$ cat src/common/rvv_cfg_pkg.sv
package rvv_cfg_pkg;

  // Vector register width in bits
  localparam int VLEN = 128;

  // Same width counted in bytes, one strobe bit per byte
  localparam int VLENB = VLEN / 8;

  // Architectural vector registers v0..v31
  localparam int VREG_NUM = 32;

  // Retire bandwidth, entries per cycle
  localparam int NUM_RT_UOP = 4;

  // Width of a retire count, 0 up to NUM_RT_UOP inclusive
  localparam int RT_CNT_W = $clog2(NUM_RT_UOP + 1);

  // Default reorder queue depth, must stay a power of two
  localparam int ROB_DEPTH_DEF = 8;

endpackage

$ cat src/common/rvv_uop_pkg.sv
package rvv_uop_pkg;

  // Program counter of the micro-op
  typedef logic [31:0] pc_t;

  // Destination vector register index
  typedef logic [$clog2(rvv_cfg_pkg::VREG_NUM)-1:0] vreg_idx_t;

  // One full vector register
  typedef logic [rvv_cfg_pkg::VLEN-1:0] vdata_t;

  // Byte enables, bit b covers data bits [8*b+7:8*b]
  typedef logic [rvv_cfg_pkg::VLENB-1:0] vstrb_t;

  // Completed micro-op waiting for retirement
  typedef struct packed {
    pc_t       uop_pc;
    vreg_idx_t rt_index;
    vdata_t    rt_data;
    vstrb_t    rt_strobe;
    // Saturation seen during execution, goes to vxsat on retire
    logic      vxsat;
  } rt_entry_t;

endpackage

$ cat src/logic/rob_queue.sv
`timescale 1ns/1ps

module rob_queue #(
  parameter int ROB_DEPTH = rvv_cfg_pkg::ROB_DEPTH_DEF
) (
  input  logic                                   clk,
  input  logic                                   rst_n,
  // Push side
  input  logic                                   uop_valid,
  input  rvv_uop_pkg::rt_entry_t                 uop_entry,
  output logic                                   uop_ready,
  // Head window towards retire, slot 0 oldest
  output logic [rvv_cfg_pkg::NUM_RT_UOP-1:0]     head_valid,
  output rvv_uop_pkg::rt_entry_t                 head_entry [rvv_cfg_pkg::NUM_RT_UOP],
  input  logic [rvv_cfg_pkg::RT_CNT_W-1:0]       pop_count
);

  localparam int PTR_W = $clog2(ROB_DEPTH);
  localparam int CNT_W = $clog2(ROB_DEPTH + 1);

  rvv_uop_pkg::rt_entry_t mem [ROB_DEPTH];

  logic [PTR_W-1:0] rd_ptr;
  logic [PTR_W-1:0] wr_ptr;
  logic [CNT_W-1:0] count;
  logic             push;

  // Full exactly when every slot is taken
  assign uop_ready = (count != CNT_W'(ROB_DEPTH));
  assign push      = uop_valid && uop_ready;

  // Entry storage
  always_ff @(posedge clk) begin
    if (push) begin
      mem[wr_ptr] <= uop_entry;
    end
  end

  // Pointers wrap naturally since the depth is a power of two
  always_ff @(posedge clk or negedge rst_n) begin
    if (!rst_n) begin
      wr_ptr <= '0;
      rd_ptr <= '0;
      count  <= '0;
    end else begin
      if (push) begin
        wr_ptr <= wr_ptr + PTR_W'(1);
      end
      rd_ptr <= rd_ptr + PTR_W'(pop_count);
      // Retire never pops more than the valid prefix
      count  <= count + CNT_W'(push) - CNT_W'(pop_count);
    end
  end

  // Oldest entries with wrap-around, valid bits follow occupancy
  always_comb begin
    for (int i = 0; i < rvv_cfg_pkg::NUM_RT_UOP; i++) begin
      head_valid[i] = (i < int'(count));
      head_entry[i] = mem[rd_ptr + PTR_W'(i)];
    end
  end

endmodule

$ cat config.mk
export PLATFORM = sky130hd
export DESIGN_NAME = rob_queue
export DESIGN_NICKNAME = d
export VERILOG_FILES = /design/src/common/rvv_cfg_pkg.sv /design/src/common/rvv_uop_pkg.sv /design/src/logic/rob_queue.sv
export SDC_FILE = /design/constraint.sdc
export NUM_CORES = 2
export LEC_CHECK = 0
export BUFFER_PORTS_ARGS = -buffer_cell sky130_fd_sc_hd__buf_2
export CAP_MARGIN = 15
export CORE_AREA = 2 2 454 456
export CTS_CLUSTER_DIAMETER = 50
export DETAILED_ROUTE_END_ITERATION = 10
export DIE_AREA = 0 0 456 458
export PLACE_DENSITY = 0.53
export SLEW_MARGIN = 20
export SYNTH_ARGS = -nofsm -noshare
export SYNTH_HDL_FRONTEND = slang
export SYNTH_SLANG_ARGS = --single-unit
$ cat constraint.sdc
create_clock -name clk -period 34.4 [get_ports clk]
set_input_delay 3.44 -clock clk [delete_from_list [all_inputs] [get_ports clk]]
set_output_delay 3.44 -clock clk [all_outputs]
set_load 0.01 [all_outputs]
# Word-level counts from Yosys, hierarchy flattened
# Memory sizes are Yosys's and may differ from the RTL's.
# Cells that the tools add are included.
# classes
n_addsub	7
magnitude_cmp	4
eq_ne	1
n_reduce_logical	1
mux	2
# ops
operator	n
< comparator 1 x 4 -> 1 bit (first input constant)	2
< comparator 2 x 4 -> 1 bit (first input constant)	2
adder 3 x 1 -> 3 bit (second input constant)	2
adder 3 x 2 -> 3 bit (second input constant)	2
adder 4 x 1 -> 4 bit	1
inequality test 4 bit (second input constant)	1
subtractor 4 x 3 -> 4 bit	1
adder 3 bit	1
two-way mux 1 bit	2
logical AND 1 bit	1
# word_totals
n_memories	1
ff_bits	10
wordCells	19
ram_bits	1456
in_bits	188
# memory_table
memory	words	width	read_ports	rd_clocked_by_memory_dff	wr	line_no	rtl
mem	8	182	4	0	1	rob_queue.sv:21	rvv_uop_pkg::rt_entry_t mem [ROB_DEPTH];

# Depth between registers and ports, before layout
# logic_depth
ltp_word	4
depth_mapped	10
ltp_nobuf	8

# Worst setup path after synthesis
# OpenSTA, ideal clock, no wires.
# synth_timing
path_type	input port to flip-flop
from	input port uop_valid
to	memory mem[0][0] (netlist name) (enable)
cell_stages	2
path_slack_ns	17.614
required_time_ns	33.454
path_buffers	0
setup_time_ns	0.946
arrival_time_ns	15.840
cell_sequence	nand3b_1 > nor3_1
# synth_via
elab_chain_len	3
# synth_lines
item	line_no	rtl
from (decl)	rob_queue.sv:9	input logic uop_valid,
logical AND 1 bit	rob_queue.sv:30	assign push = uop_valid && uop_ready;
two-way mux 1 bit	rob_queue.sv:34	if (push) begin
two-way mux 1 bit (not written as such)	rob_queue.sv:35	mem[wr_ptr] <= uop_entry;
to (decl)	rob_queue.sv:21	
# Every way passes these cells.

==> flow_summary.toml <==
[run_status]
status = "complete, no violations"

[setup_path]
crit_arrival_ns = 7.41
cp-startpoint = "rd_ptr[0]$_DFF_PN0_"
slowest_delay_ns = 0.89
critPathLaunchType = "register"
critical_path_class = "reg2out"
r2r-start = "count[3]$_DFF_PN0_"
path_common_cell = "buf_4"
slowest_stage = "buf_4"
endpoint_kind = "primary output"
r2r_slack_ns = 30.29
path_cells = "buf_4, buf_4, buf_4, buf_4, buf_4, buf_4, mux2_2, mux4_2, buf_2"
worstPathRequired_ns = 30.96
crit_fanout = 66

[logic_synthesis]
synth_top_area_share_pct = 55.3
synth_edf_count = 1456
syn_nets = 4814
synth_commonest_cells = "1456 x edfxtp_1, 910 x mux4_2, 552 x nor2_1"
netlist_area_um2 = 79100
synth_adder_area_share_pct = 0.209
ys_warn_count = 0
synthArstFlopShare_pct = 0.682
synthFlopType = "edfxtp_1"
synth_top_area_cell = "edfxtp_1"
synth_compound_area_share_pct = 0.0253
synth_cells = 4614
yosysMostFrequentCell = "edfxtp_1"
avgSynthCellArea_um2 = 17.1
ys_seq_area_share_pct = 55.6
synth_cell_type_count = 28
ys_ff_latch = 1466
synth_mux_area_share_pct = 36.3
yosys-top-cells-area = "edfxtp_1 55%, mux4_2 26%, mux2_2 7.5%"
synthSimpleGateAreaFrac_pct = 5.31
synth_top_family_by_area = "multiplexers"
synth_xor_area_share_pct = 0.0996

[routing]
routedWlPerCell_um = 28.9
wl_met1_um = 94400
dr_total_vias = 48100
route.met2.wl_um = 120000
highest_layer = "met5"
first_pass_iters = 5
met3_length_um = 13400
via_per_inst = 5.78
drc = 0
ant_nets = 0
wl_um = 241000
drt_iter0_markers = 3752

[floorplan]
start_util_pct = 38.8
core_area_um2 = 204000
fp.dieH_um = 458
io_pins = 921
die-width_um = 456
design.die.area_um2 = 209000
rows = 166

[sta]
period_needed_ns = 10.85
worst_slew_pin_slew_ns = 1.13
timing.final.crit_share_pct = 31.5
finClkSkew_ns = 0.0643
hold_violations = 0
finalSetupTns_ns = 0
drv_slew = 0
max_freq_mhz = 92.2
setup_viol = 0
relSlewSlack_pct = 24.5
worst_slack_ns = 23.55
rsz0062_at_grt = "false"

[clocking]
root_buffer = "clkbuf_16"
cts_tree = "done"
clk_latency_ns = 0.85
cts_buffer_depth = 3
clkSinkCount = 1466
hold_buffers = 0
cts.clk_slew.worst_paths_ns = 0.05
cts_resized = 0
cts_inserted_buffers = 198
post_cts_buffers = 0
htreeDepth = 4

[placement]
dpl_worst_slack_ns = 24.25
place_congestion = 0.818
dp_hpwl_um = 150000
port_buffers = 920
dp_cells = 7928

[finish]
instances_no_fill = 8323
final_util_pct = 45.6
drive_above_1_share_pct = 49.4
area_growth_pct = 17.4
fin_nets = 5641

[power]
ir_drop_uv = 123
p_leak_nw = 32.2
power.density_nw_per_um2 = 118
power.total_w = 0.0110

[global_route]
grt_util_all_layers_pct = 22.6
grt_max_degree = 173
grt-ovfl-total = 0
grt_pass1_wl_um = 345000
antenna_found_initial = 57
grt_pass1_vias = 48300

[worst_hold_path]
hold_class = "reg2reg"
min-delay-start = "wr_ptr[0]$_DFFE_PN0P_"

[flow_run]
drv_cap = 0
[report_power, final]
part	switching, W	internal (W)
registers	0.000132	0.00226
logic	0.00370	0.00283
clock network	0.000833	0.00126
total	0.00466	0.00634
[through the flow]
stage	area (um2)	hold WS [ns]
finish	92900	0.529
global route	92900	0.550
CTS	92800	0.523
detailed placement	86000	0.514
global placement	86000	0.513
floorplan	79100	0.485
[metal layers]
metal / GRT usage [%] / vias up
met3: 4.26 / 467
met1: 27.8 / 25600
met4: 11.0 / 22
met5: 0 / -
met2: 38.2 / 1649
li1: - / 20400
[cell type report]
class	instances	area, um2
Antenna cell	26	65.1
Clock buffer	226	5080
Clock inverter	142	1740
Fill cell	17600	111000
Inverter	8	37.5
Multi-Input combinational cell	2774	33300
Sequential cell	1466	44000
Tap cell	2688	3360
Timing Repair Buffer	993	5360
[worst paths after layout]
| kind | depth (start not counted) | to |
|---|---|---|
| min reg2reg | 1 | wr_ptr[0]$_DFFE_PN0P_ |
| min in group asynchronous | 1 | count[2]$_DFF_PN0_ |
| min | 1 | wr_ptr[0]$_DFFE_PN0P_ |
| max | 9 | head_entry[433] |
| max reg2reg | 6 | mem[6][97]$_DFFE_PP_ |
| max in group asynchronous | 1 | rd_ptr[0]$_DFF_PN0_ |
[kinds of logic (layout without fill, tap and decap cells)]
| logic type | Yosys count | in the layout |
|---|---|---|
| and+or+nand+nor | 1111 | 1111 |
| adders and majority gates | 12 | 12 |
| other | 0 | 26 |
| DFF | 1466 | 1466 |
| buffers and inverters | 374 | 1369 |
| muxes | 1639 | 1639 |
| xor gates and xnor gates | 9 | 9 |
| AOI/OAI and AO/OA | 3 | 3 |
[sequential cells by signal, summed over array words and instances, names as in the netlist]
signal and count:
count 4, wr_ptr 3, rd_ptr 3, mem 1456
[critical path: cells and delay by family (launching register included)]
family	cells	cell delay (ns)
muxes	2	0.92
buffers and inverters	7	4.91
DFF	1	0.54
[placed cells by master (no fill, tap or decap), types with 15 or more instances in the layout]
| cell type | count |
|---|---|
| buf_2 | 920 |
| clkbuf_1 | 27 |
| mux4_2 | 910 |
| nand2_1 | 548 |
| clkinv_1 | 23 |
| diode_2 | 26 |
| clkinv_2 | 23 |
| mux2_2 | 526 |
| edfxtp_1 | 1456 |
| bufinv_16 | 24 |
| buf_4 | 56 |
| nor2_1 | 546 |
| mux2_1 | 198 |
| buf_12 | 15 |
| clkbuf_16 | 199 |
| clkinvlp_4 | 25 |
Power figures use the tool's default switching activity.
